--- src/fsab_mem_pkg.sv ---
package fsab_mem_pkg;

	localparam int FSAB_DATA_W = 64;
	localparam int FSAB_MASK_W = 8;		// Bit set means byte is skipped
	localparam int FSAB_DID_W = 4;
	localparam int FSAB_ADDR_W = 31;
	localparam int FSAB_LEN_W = 4;
	localparam int FSAB_LEN_MAX = 8;
	localparam int FSAB_CREDITS = 4;

	localparam int APP_DATA_W = 128;	// Two bus beats per memory word
	localparam int APP_MASK_W = 16;

	localparam int WDATA_DEPTH = FSAB_CREDITS * FSAB_LEN_MAX / 2;
	localparam int RDATA_DEPTH = 16;
	localparam int CREDIT_W = $clog2(FSAB_CREDITS + 1);
	localparam int RWORD_CNT_W = $clog2(RDATA_DEPTH + 1);

	typedef enum logic {FSAB_READ = 1'b0, FSAB_WRITE = 1'b1} fsab_mode_e;
	typedef enum logic {APP_WRITE = 1'b0, APP_READ = 1'b1} app_cmd_e;

	typedef struct packed {
		fsab_mode_e mode;
		logic [FSAB_DID_W-1:0] did;
		logic [FSAB_DID_W-1:0] subdid;
		logic [FSAB_ADDR_W-1:0] addr;
		logic [FSAB_LEN_W-1:0] len;		// Beats in the burst, 1 to 8
	} fsab_req_t;

	typedef struct packed {
		logic [APP_DATA_W-1:0] data;	// Later beat in the upper half
		logic [APP_MASK_W-1:0] mask;
	} app_wword_t;

	typedef struct packed {
		logic [FSAB_DID_W-1:0] did;
		logic [FSAB_DID_W-1:0] subdid;
		logic [FSAB_LEN_W-1:0] len;
	} resp_hdr_t;

	// Memory words needed for a burst of len beats
	function automatic logic [FSAB_LEN_W-1:0] app_words(input logic [FSAB_LEN_W-1:0] len);
		logic [FSAB_LEN_W:0] sum;
		sum = {1'b0, len} + 1'b1;
		return sum[FSAB_LEN_W:1];
	endfunction

endpackage

--- src/burst_if.sv ---
`timescale 1ns/1ps

interface burst_if;
	import fsab_mem_pkg::*;

	logic load;
	logic [FSAB_LEN_W-1:0] beats;
	logic step;
	logic last;		// One beat left
	logic busy;		// Burst in progress

	modport ctl (output load, output beats, output step, input last, input busy);
	modport cnt (input load, input beats, input step, output last, output busy);

endinterface

--- src/fsab_fifo.sv ---
`timescale 1ns/1ps

module fsab_fifo #(
	parameter type T = logic,
	parameter int DEPTH = 4
) (
	input logic clk,
	input logic rst_b,
	input logic push,
	input T din,
	input logic pop,
	output T dout,
	output logic empty,
	output logic full
);
	localparam int AW = $clog2(DEPTH);

	T mem [DEPTH];
	logic [AW:0] wr_ptr;		// Extra bit tells full from empty
	logic [AW:0] rd_ptr;

	always_ff @(posedge clk or negedge rst_b) begin
		if (!rst_b) begin
			wr_ptr <= '0;
			rd_ptr <= '0;
		end else begin
			if (push)
				wr_ptr <= wr_ptr + 1'b1;
			if (pop)
				rd_ptr <= rd_ptr + 1'b1;
		end
	end

	always_ff @(posedge clk) begin
		if (push)
			mem[wr_ptr[AW-1:0]] <= din;
	end

	assign dout = mem[rd_ptr[AW-1:0]];		// Show-ahead head entry
	assign empty = (wr_ptr == rd_ptr);
	assign full = (wr_ptr[AW] != rd_ptr[AW]) && (wr_ptr[AW-1:0] == rd_ptr[AW-1:0]);

	a_no_overflow: assert property (@(posedge clk) disable iff (!rst_b) push |-> !full);
	a_no_underflow: assert property (@(posedge clk) disable iff (!rst_b) pop |-> !empty);

endmodule

--- src/beat_counter.sv ---
`timescale 1ns/1ps

module beat_counter (
	input logic clk,
	input logic rst_b,
	burst_if.cnt bus
);
	import fsab_mem_pkg::*;

	logic [FSAB_LEN_W-1:0] count;		// Beats still to go

	always_ff @(posedge clk or negedge rst_b) begin
		if (!rst_b) begin
			count <= '0;
		end else if (bus.load) begin
			count <= bus.beats;
		end else if (bus.step) begin
			count <= count - 1'b1;
		end
	end

	assign bus.busy = (count != '0);
	assign bus.last = (count == FSAB_LEN_W'(1));

	// The controller only steps an active burst
	a_step_when_busy: assert property (@(posedge clk) disable iff (!rst_b)
		bus.step |-> bus.busy);

endmodule

--- src/fsab_wr_packer.sv ---
`timescale 1ns/1ps

module fsab_wr_packer (
	input logic clk,
	input logic rst_b,
	input logic fsabo_valid,
	input fsab_mem_pkg::fsab_mode_e fsabo_mode,
	input logic [fsab_mem_pkg::FSAB_DID_W-1:0] fsabo_did,
	input logic [fsab_mem_pkg::FSAB_DID_W-1:0] fsabo_subdid,
	input logic [fsab_mem_pkg::FSAB_ADDR_W-1:0] fsabo_addr,
	input logic [fsab_mem_pkg::FSAB_LEN_W-1:0] fsabo_len,
	input logic [fsab_mem_pkg::FSAB_DATA_W-1:0] fsabo_data,
	input logic [fsab_mem_pkg::FSAB_MASK_W-1:0] fsabo_mask,
	output logic req_push,
	output fsab_mem_pkg::fsab_req_t req_din,
	output logic wd_push,
	output fsab_mem_pkg::app_wword_t wd_din
);
	import fsab_mem_pkg::*;

	logic [FSAB_LEN_W-1:0] beats_left;		// Write beats after the current one
	logic hdr_cycle;
	logic data_beat;
	logic last_beat;
	logic have_low;		// Even beat waiting for its partner
	logic [FSAB_DATA_W-1:0] low_data;
	logic [FSAB_MASK_W-1:0] low_mask;
	fsab_req_t hdr_live;
	fsab_req_t hdr_q;

	assign hdr_cycle = fsabo_valid && (beats_left == '0);
	assign data_beat = (fsabo_valid && (beats_left != '0)) ||
	                   (hdr_cycle && (fsabo_mode == FSAB_WRITE));
	assign last_beat = hdr_cycle ? (fsabo_len == FSAB_LEN_W'(1)) :
	                               (beats_left == FSAB_LEN_W'(1));

	assign hdr_live = '{mode: fsabo_mode, did: fsabo_did, subdid: fsabo_subdid,
	                    addr: fsabo_addr, len: fsabo_len};

	// Header goes in once all of its data is queued
	assign req_push = (hdr_cycle && (fsabo_mode == FSAB_READ)) || (data_beat && last_beat);
	assign req_din = hdr_cycle ? hdr_live : hdr_q;

	assign wd_push = data_beat && (have_low || last_beat);
	assign wd_din.data = have_low ? {fsabo_data, low_data} :
	                                {{FSAB_DATA_W{1'b0}}, fsabo_data};
	assign wd_din.mask = have_low ? {fsabo_mask, low_mask} :
	                                {{FSAB_MASK_W{1'b1}}, fsabo_mask};		// Pad odd tail

	always_ff @(posedge clk or negedge rst_b) begin
		if (!rst_b) begin
			beats_left <= '0;
			have_low <= 1'b0;
		end else begin
			if (hdr_cycle && (fsabo_mode == FSAB_WRITE))
				beats_left <= fsabo_len - 1'b1;
			else if (fsabo_valid && (beats_left != '0))
				beats_left <= beats_left - 1'b1;
			if (data_beat)
				have_low <= !have_low && !last_beat;
		end
	end

	always_ff @(posedge clk) begin
		if (hdr_cycle)
			hdr_q <= hdr_live;
		if (data_beat && !have_low) begin
			low_data <= fsabo_data;
			low_mask <= fsabo_mask;
		end
	end

endmodule

--- src/mem_cmd_fsm.sv ---
`timescale 1ns/1ps

module mem_cmd_fsm (
	input logic clk,
	input logic rst_b,
	input logic app_ready,
	input logic req_empty,
	input fsab_mem_pkg::fsab_req_t req_dout,
	output logic req_pop,
	input fsab_mem_pkg::app_wword_t wd_dout,
	output logic wd_pop,
	output logic app_cmd_valid,
	output fsab_mem_pkg::app_cmd_e app_cmd,
	output logic [fsab_mem_pkg::FSAB_ADDR_W-1:0] app_addr,
	output logic app_wdata_valid,
	output logic [fsab_mem_pkg::APP_DATA_W-1:0] app_wdata,
	output logic [fsab_mem_pkg::APP_MASK_W-1:0] app_wmask,
	input logic rsp_done,
	output logic fsabo_credit
);
	import fsab_mem_pkg::*;

	typedef enum logic {IDLE, WRITE} state_e;

	state_e state;
	state_e state_nxt;
	logic start;
	logic is_wr;
	logic wr_done;
	logic [FSAB_LEN_W-1:0] words;
	logic [CREDIT_W-1:0] credit_pend;		// Credits owed to the requester

	burst_if wr_burst ();

	beat_counter u_beat_counter (
		.clk(clk),
		.rst_b(rst_b),
		.bus(wr_burst.cnt)
	);

	assign start = (state == IDLE) && app_ready && !req_empty;
	assign is_wr = (req_dout.mode == FSAB_WRITE);
	assign words = app_words(req_dout.len);

	// First word leaves with the command so the counter holds the rest
	always_comb begin
		state_nxt = state;
		wr_burst.load = 1'b0;
		wr_burst.beats = words - 1'b1;
		wr_burst.step = 1'b0;
		wr_done = 1'b0;
		if (state == IDLE) begin
			if (start && is_wr) begin
				if (words == FSAB_LEN_W'(1)) begin
					wr_done = 1'b1;
				end else begin
					wr_burst.load = 1'b1;
					state_nxt = WRITE;
				end
			end
		end else begin
			wr_burst.step = 1'b1;
			if (wr_burst.last) begin
				wr_done = 1'b1;
				state_nxt = IDLE;
			end
		end
	end

	assign req_pop = start;
	assign app_cmd_valid = start;
	assign app_cmd = is_wr ? APP_WRITE : APP_READ;
	assign app_addr = req_dout.addr;		// Start address only
	assign app_wdata_valid = (start && is_wr) || (state == WRITE);
	assign wd_pop = app_wdata_valid;
	assign app_wdata = wd_dout.data;
	assign app_wmask = wd_dout.mask;

	assign fsabo_credit = (credit_pend != '0);		// One pulse per cycle at most

	always_ff @(posedge clk or negedge rst_b) begin
		if (!rst_b) begin
			state <= IDLE;
			credit_pend <= '0;
		end else begin
			state <= state_nxt;
			credit_pend <= credit_pend + CREDIT_W'(wr_done) + CREDIT_W'(rsp_done) -
			               CREDIT_W'(fsabo_credit);
		end
	end

	// Requester never holds more than its credit pool outstanding
	a_credit_bound: assert property (@(posedge clk) disable iff (!rst_b)
		credit_pend <= CREDIT_W'(FSAB_CREDITS));

endmodule

--- src/fsab_rd_unpacker.sv ---
`timescale 1ns/1ps

module fsab_rd_unpacker (
	input logic clk,
	input logic rst_b,
	input logic hdr_push,
	input fsab_mem_pkg::resp_hdr_t hdr_din,
	input logic app_rdata_valid,
	input logic [fsab_mem_pkg::APP_DATA_W-1:0] app_rdata,
	output logic fsabi_valid,
	output logic [fsab_mem_pkg::FSAB_DID_W-1:0] fsabi_did,
	output logic [fsab_mem_pkg::FSAB_DID_W-1:0] fsabi_subdid,
	output logic [fsab_mem_pkg::FSAB_DATA_W-1:0] fsabi_data,
	output logic rsp_done
);
	import fsab_mem_pkg::*;

	resp_hdr_t hdr_dout;
	logic hdr_empty;
	logic hdr_pop;
	logic [APP_DATA_W-1:0] rd_dout;
	logic rd_pop;
	logic [RWORD_CNT_W-1:0] word_cnt;		// Read words buffered
	logic start;
	logic hi_half;		// Next beat takes the upper half

	burst_if rsp_burst ();

	fsab_fifo #(.T(resp_hdr_t), .DEPTH(FSAB_CREDITS)) u_hdr_fifo (
		.clk(clk),
		.rst_b(rst_b),
		.push(hdr_push),
		.din(hdr_din),
		.pop(hdr_pop),
		.dout(hdr_dout),
		.empty(hdr_empty),
		.full()
	);

	fsab_fifo #(.T(logic [APP_DATA_W-1:0]), .DEPTH(RDATA_DEPTH)) u_rd_fifo (
		.clk(clk),
		.rst_b(rst_b),
		.push(app_rdata_valid),
		.din(app_rdata),
		.pop(rd_pop),
		.dout(rd_dout),
		.empty(),
		.full()
	);

	beat_counter u_beat_counter (
		.clk(clk),
		.rst_b(rst_b),
		.bus(rsp_burst.cnt)
	);

	// Wait for the whole response so the beats go out back to back
	assign start = !rsp_burst.busy && !hdr_empty &&
	               (word_cnt >= RWORD_CNT_W'(app_words(hdr_dout.len)));
	assign hdr_pop = start;
	assign rsp_burst.load = start;
	assign rsp_burst.beats = hdr_dout.len;
	assign rsp_burst.step = rsp_burst.busy;

	assign rd_pop = rsp_burst.busy && (hi_half || rsp_burst.last);
	assign fsabi_valid = rsp_burst.busy;
	assign fsabi_data = hi_half ? rd_dout[APP_DATA_W-1:FSAB_DATA_W] : rd_dout[FSAB_DATA_W-1:0];
	assign rsp_done = rsp_burst.busy && rsp_burst.last;

	always_ff @(posedge clk or negedge rst_b) begin
		if (!rst_b) begin
			word_cnt <= '0;
			hi_half <= 1'b0;
		end else begin
			word_cnt <= word_cnt + RWORD_CNT_W'(app_rdata_valid) - RWORD_CNT_W'(rd_pop);
			if (start)
				hi_half <= 1'b0;
			else if (rsp_burst.busy)
				hi_half <= !hi_half;
		end
	end

	always_ff @(posedge clk) begin
		if (start) begin
			fsabi_did <= hdr_dout.did;		// Held for the whole response
			fsabi_subdid <= hdr_dout.subdid;
		end
	end

endmodule

--- src/fsab_mem_bridge.sv ---
`timescale 1ns/1ps

module fsab_mem_bridge (
	input logic clk,
	input logic rst_b,
	input logic fsabo_valid,
	input fsab_mem_pkg::fsab_mode_e fsabo_mode,
	input logic [fsab_mem_pkg::FSAB_DID_W-1:0] fsabo_did,
	input logic [fsab_mem_pkg::FSAB_DID_W-1:0] fsabo_subdid,
	input logic [fsab_mem_pkg::FSAB_ADDR_W-1:0] fsabo_addr,
	input logic [fsab_mem_pkg::FSAB_LEN_W-1:0] fsabo_len,
	input logic [fsab_mem_pkg::FSAB_DATA_W-1:0] fsabo_data,
	input logic [fsab_mem_pkg::FSAB_MASK_W-1:0] fsabo_mask,
	output logic fsabo_credit,
	output logic fsabi_valid,
	output logic [fsab_mem_pkg::FSAB_DID_W-1:0] fsabi_did,
	output logic [fsab_mem_pkg::FSAB_DID_W-1:0] fsabi_subdid,
	output logic [fsab_mem_pkg::FSAB_DATA_W-1:0] fsabi_data,
	input logic app_ready,
	output logic app_cmd_valid,
	output fsab_mem_pkg::app_cmd_e app_cmd,
	output logic [fsab_mem_pkg::FSAB_ADDR_W-1:0] app_addr,
	output logic app_wdata_valid,
	output logic [fsab_mem_pkg::APP_DATA_W-1:0] app_wdata,
	output logic [fsab_mem_pkg::APP_MASK_W-1:0] app_wmask,
	input logic app_rdata_valid,
	input logic [fsab_mem_pkg::APP_DATA_W-1:0] app_rdata
);
	import fsab_mem_pkg::*;

	logic req_push;
	fsab_req_t req_din;
	logic req_pop;
	fsab_req_t req_dout;
	logic req_empty;
	logic wd_push;
	app_wword_t wd_din;
	logic wd_pop;
	app_wword_t wd_dout;
	logic hdr_push;
	resp_hdr_t rsp_hdr;
	logic rsp_done;

	fsab_wr_packer u_wr_packer (
		.clk(clk),
		.rst_b(rst_b),
		.fsabo_valid(fsabo_valid),
		.fsabo_mode(fsabo_mode),
		.fsabo_did(fsabo_did),
		.fsabo_subdid(fsabo_subdid),
		.fsabo_addr(fsabo_addr),
		.fsabo_len(fsabo_len),
		.fsabo_data(fsabo_data),
		.fsabo_mask(fsabo_mask),
		.req_push(req_push),
		.req_din(req_din),
		.wd_push(wd_push),
		.wd_din(wd_din)
	);

	fsab_fifo #(.T(fsab_req_t), .DEPTH(FSAB_CREDITS)) u_req_fifo (
		.clk(clk),
		.rst_b(rst_b),
		.push(req_push),
		.din(req_din),
		.pop(req_pop),
		.dout(req_dout),
		.empty(req_empty),
		.full()
	);

	fsab_fifo #(.T(app_wword_t), .DEPTH(WDATA_DEPTH)) u_wd_fifo (
		.clk(clk),
		.rst_b(rst_b),
		.push(wd_push),
		.din(wd_din),
		.pop(wd_pop),
		.dout(wd_dout),
		.empty(),
		.full()
	);

	mem_cmd_fsm u_mem_cmd_fsm (
		.clk(clk),
		.rst_b(rst_b),
		.app_ready(app_ready),
		.req_empty(req_empty),
		.req_dout(req_dout),
		.req_pop(req_pop),
		.wd_dout(wd_dout),
		.wd_pop(wd_pop),
		.app_cmd_valid(app_cmd_valid),
		.app_cmd(app_cmd),
		.app_addr(app_addr),
		.app_wdata_valid(app_wdata_valid),
		.app_wdata(app_wdata),
		.app_wmask(app_wmask),
		.rsp_done(rsp_done),
		.fsabo_credit(fsabo_credit)
	);

	// Read requester IDs follow the command into the response path
	assign hdr_push = app_cmd_valid && (app_cmd == APP_READ);
	assign rsp_hdr = '{did: req_dout.did, subdid: req_dout.subdid, len: req_dout.len};

	fsab_rd_unpacker u_rd_unpacker (
		.clk(clk),
		.rst_b(rst_b),
		.hdr_push(hdr_push),
		.hdr_din(rsp_hdr),
		.app_rdata_valid(app_rdata_valid),
		.app_rdata(app_rdata),
		.fsabi_valid(fsabi_valid),
		.fsabi_did(fsabi_did),
		.fsabi_subdid(fsabi_subdid),
		.fsabi_data(fsabi_data),
		.rsp_done(rsp_done)
	);

endmodule

--- config.mk ---
export PLATFORM = sky130hd
export DESIGN_NAME = fsab_mem_bridge
export DESIGN_NICKNAME = d
export VERILOG_FILES = /design/src/fsab_mem_pkg.sv /design/src/burst_if.sv /design/src/fsab_fifo.sv /design/src/beat_counter.sv /design/src/fsab_wr_packer.sv /design/src/mem_cmd_fsm.sv /design/src/fsab_rd_unpacker.sv /design/src/fsab_mem_bridge.sv
export SDC_FILE = /design/constraint.sdc
export NUM_CORES = 2
export LEC_CHECK = 0
export ABC_AREA = 1
export BUFFER_PORTS_ARGS = -buffer_cell sky130_fd_sc_hd__buf_2
export CORE_AREA = 2 2 789 791
export DETAILED_ROUTE_END_ITERATION = 8
export DIE_AREA = 0 0 791 793
export PLACE_DENSITY = 0.49
export SYNTH_ARGS = -nofsm -noshare
export SYNTH_HDL_FRONTEND = slang
export SYNTH_MEMORY_MAX_BITS = 65536
export SYNTH_SLANG_ARGS = --single-unit
--- constraint.sdc ---
create_clock -name clk -period 17.3 [get_ports clk]
set_input_delay 0 -clock clk [delete_from_list [all_inputs] [get_ports clk]]
set_output_delay 0 -clock clk [all_outputs]
set_load 0.1 [all_outputs]
==> results.tsv <==
stage	metric	value	unit
die	die_h	793	um
synth	yosysTopAreaCell	edfxtp_1	
die	fp.dieArea	627000	um2
worst_setup_path	cpMostUsedCell	buf_4	
die	ios	501	
worst_setup_path	worstPathArrival	6.68	ns
drt	drtIter0Drc	11000	
cts	cts_root_buf	clkbuf_16	
power_and_ir_drop	combPwrFrac	40.7	%
global_routing	antenna_found_initial	94	
timing	worst_pin_slew	1.31	ns
worst_setup_path	crit_chain	inv_8 > buf_4 > buf_4 > buf_4 > o21ai_0 > o22ai_1 > o21ai_0 > o22ai_1 > buf_2	
synth	ys_types	35	
cts	clock_sinks	4751	
flow_run	drv_cap	0	
worst_setup_path	path_class	reg -> out	
finish	stdcell_count	23100	
synth	synth.avg_cell_area	13.5	um2
worst_setup_path	cp-end-kind	primary output	
timing	relSlewSlack	12.9	%
run_status	status	finished clean	
worst_setup_path	critical_path.top_delay_family	buffers and inverters	
synth	ys_seq_area_share	76.7	%
die	dieWidth	791	um
worst_setup_path	cpMaxStageDelayCell	o22ai_1	
drt	avgRoutedWirePerCell	25.3	um
finish	area_growth_syn_to_layout	17.4	%
power_and_ir_drop	power_density	199	nW/um2
worst_setup_path	crit_path_max_incr_delay	1.01	ns
place	place_inst	21600	
global_routing	track_usage	17.8	%
synth	synth_fp_nets	14100	
finish	drive_gt1_share	9.83	%
power_and_ir_drop	p_sw	19.4	mW
place	portBuffers	500	
die	core_area	618000	um2
hold_path	hold_class	in -> reg	
drt	avgViaCountPerCell	5.10	
cts	clk_pin_slew	0.06	ns
die	start_util	30.0	%
synth	synth_area	185000	um2
worst_setup_path	startpoint_type	flip-flop	
power_and_ir_drop	internal_power	23.9	mW
worst_setup_path	crit_buf_inv	5	
power_and_ir_drop	p_leak	70.4	nW
drt	drc	0	
timing	tns	0	ns
finish	nets	14800	
global_routing	grt_remaining_overflow	0	
place	place_area	196000	um2
finish	fin_area	217000	um2
cts	cts_resized	0	
worst_setup_path	crit_fanout	80	
synth	synth.area.top_cells	edfxtp_1, o21ai_0, nor2_1, o22ai_1, nand2_1	
cts	cts_tree	built	
place	hpwlAfterDp	298000	um
drt	routed_wl	583000	um
timing	finalClockSkew	0.0575	ns
place	gp_congestion	0.740	
cts	clockBufferDepth	4	
timing	hold_viol	0	
power_and_ir_drop	p_clk_share	24.9	%
timing	rsz0062_at_grt	false	
global_routing	grt_pass1_wl	832000	um
drt	first_pass_iters	6	
power_and_ir_drop	switching_share	44.7	%
die	rows	289	
synth	synth_seq_cells	4751	
cts	clock_latency	1.06	ns
finish	fill_cells	60000	
worst_setup_path	required	17.30	ns
drt	ant_nets	0	
power_and_ir_drop	sequentialPowerShare	34.4	%
power_and_ir_drop	vdd_drop_max	0.303	mV
timing	layout_min_cycle_time	6.68	ns
synth	synthCells	13800	
cts	h-tree-depth	6	
global_routing	first_global_vias	112000	
synth	yosysWarnings	0	
timing	slew_violations	0	
timing	fmax	0.150	GHz
drt	via_count	118000	
cts	cts_made_buffers	534	
synth	synth_top_area_share	75.5	%
global_routing	grt_max_degree	207	
timing	fin_crit_sh	38.6	%
timing	setup_viol_count_final	0	
repair_timing:
action	in CTS	in global routing
setup buffers	0	0
hold endpoints to repair	4797	0
hold buffers	530	0
worst paths after layout:
kind | startpoint | endpoint | slack, ns | depth (start not counted)
setup / recovery | u_wd_fifo.rd_ptr[1]$_DFFE_PN0P_ | app_wdata[98] | 10.62 | 9
hold / removal | app_rdata[92] | u_rd_unpacker.u_rd_fifo.mem[4][92]$_DFFE_PP_ | 0.08 | 2
setup reg to reg | u_wr_packer.beats_left[0]$_DFFE_PN0P_ | u_wd_fifo.mem[9][88]$_DFFE_PP_ | 11.12 | 13
hold reg to reg | u_rd_unpacker.u_hdr_fifo.wr_ptr[2]$_DFFE_PN0P_ | u_rd_unpacker.u_hdr_fifo.wr_ptr[2]$_DFFE_PN0P_ | 0.49 | 1
max in group asynchronous | rst_b | u_rd_unpacker.u_rd_fifo.rd_ptr[2]$_DFFE_PN0P_ | 15.37 | 5
min in group asynchronous | rst_b | u_wr_packer.beats_left[2]$_DFFE_PN0P_ | 0.53 | 4
Yosys cell counts:
library cell,instances
a21boi_1,1
a21oi_1,45
a21oi_2,1
a22o_1,1
a31oi_1,1
buf_1,17
buf_2,245
buf_4,85
buf_6,26
buf_8,2
clkbuf_1,644
clkinv_1,3
dfrtp_1,51
dfxtp_1,44
edfxtp_1,4656
fa_1,3
ha_1,44
inv_1,163
inv_2,7
mux2i_1,5
nand2_1,881
nand2_2,4
nand3_1,238
nand4_1,4
nor2_1,2572
o211ai_1,68
o21a_1,6
o21ai_0,2422
o21ai_1,220
o21ai_2,3
o221ai_1,299
o22ai_1,946
o32ai_1,11
xnor2_1,13
xor2_1,28
cell type report:
class	instances	area (um2)	share of cell area, %
sequential	4751	142000	65.3
multi-input combinational	7816	38200	17.6
clock buffer	657	14000	6.43
tap	8148	10200	4.69
timing repair buffer	1249	9830	4.52
clock inverter	265	2350	1.08
inverter	173	719	0.331
antenna	29	72.6	0.0334
through the flow:
step           hold slack [ns]  utilization [%]  worst slack [ns]  total power, mW
2_1_floorplan           -0.296                -              9.23             27.3
5_1_grt                 0.0143             35.1             10.27             45.3
4_1_cts                0.00116             35.1             10.30             43.8
3_3_place_gp            -0.129             31.6             11.04             32.8
6_report                0.0768             35.1             10.62             43.3
3_5_place_dp            -0.131             31.6             11.01             32.8
flip-flops by register name, indices dropped and copies added, names as in the netlist, 4 cells and up:
signal / cells
u_wr_packer.low_mask: 8
u_rd_unpacker.u_rd_fifo.wr_ptr: 4
u_rd_unpacker.u_rd_fifo.mem: 2048
u_rd_unpacker.fsabi_subdid: 4
u_rd_unpacker.word_cnt: 5
u_rd_unpacker.u_hdr_fifo.mem: 48
u_wd_fifo.rd_ptr: 4
u_mem_cmd_fsm.u_beat_counter.count: 4
u_wd_fifo.mem: 2304
u_rd_unpacker.u_rd_fifo.rd_ptr: 4
u_wr_packer.beats_left: 4
u_wr_packer.hdr_q: 44
u_rd_unpacker.u_beat_counter.count: 4
u_wd_fifo.wr_ptr: 4
u_rd_unpacker.fsabi_did: 4
u_wr_packer.low_data: 64
u_req_fifo.mem: 176
placed cells by master, fill, tap and decap left out, types with 40 or more instances in the layout:
cell type	count
a21oi_1	45
buf_2	500
buf_4	188
clkbuf_1	115
clkbuf_16	540
clkinv_1	133
clkinv_2	49
dfrtp_1	40
dfxtp_1	44
dlygate4sd3_1	530
edfxtp_1	4656
ha_1	44
inv_1	156
nand2_1	881
nand3_1	237
nor2_1	2536
o211ai_1	68
o21ai_0	2418
o21ai_1	224
o221ai_1	299
o22ai_1	946
routing by layer:
metal	global-route usage, %	vias to the layer above	share of wire, %
met2	30.6	3566	49
li1	-	53000	-
met3	2.34	841	5.4
met4	4.70	36	2.7
met5	0	-	0.039
met1	23.7	60300	42
power groups by stage:
stage	Combinational, mW	Clock, mW	Sequential [mW]
floorplan	12.2	0	15.1
global placement	17.7	0	15.1
detailed placement	17.7	0	15.1
CTS	17.9	11.0	14.9
global route	18.9	11.4	15.0
finish	17.6	10.8	14.9
logic make-up after synthesis:
family	count (synthesis)	synth area share, %
AOI/OAI and AO/OA	4024	12.3
xor gates and xnor gates	41	0.194
adders and majority gates	47	0.330
buffers and inverters	1192	2.87
DFF	4751	76.7
muxes	5	0.0270
and+or+nand+nor	3699	7.67
Note: power is estimated with default switching activity, not from simulation.
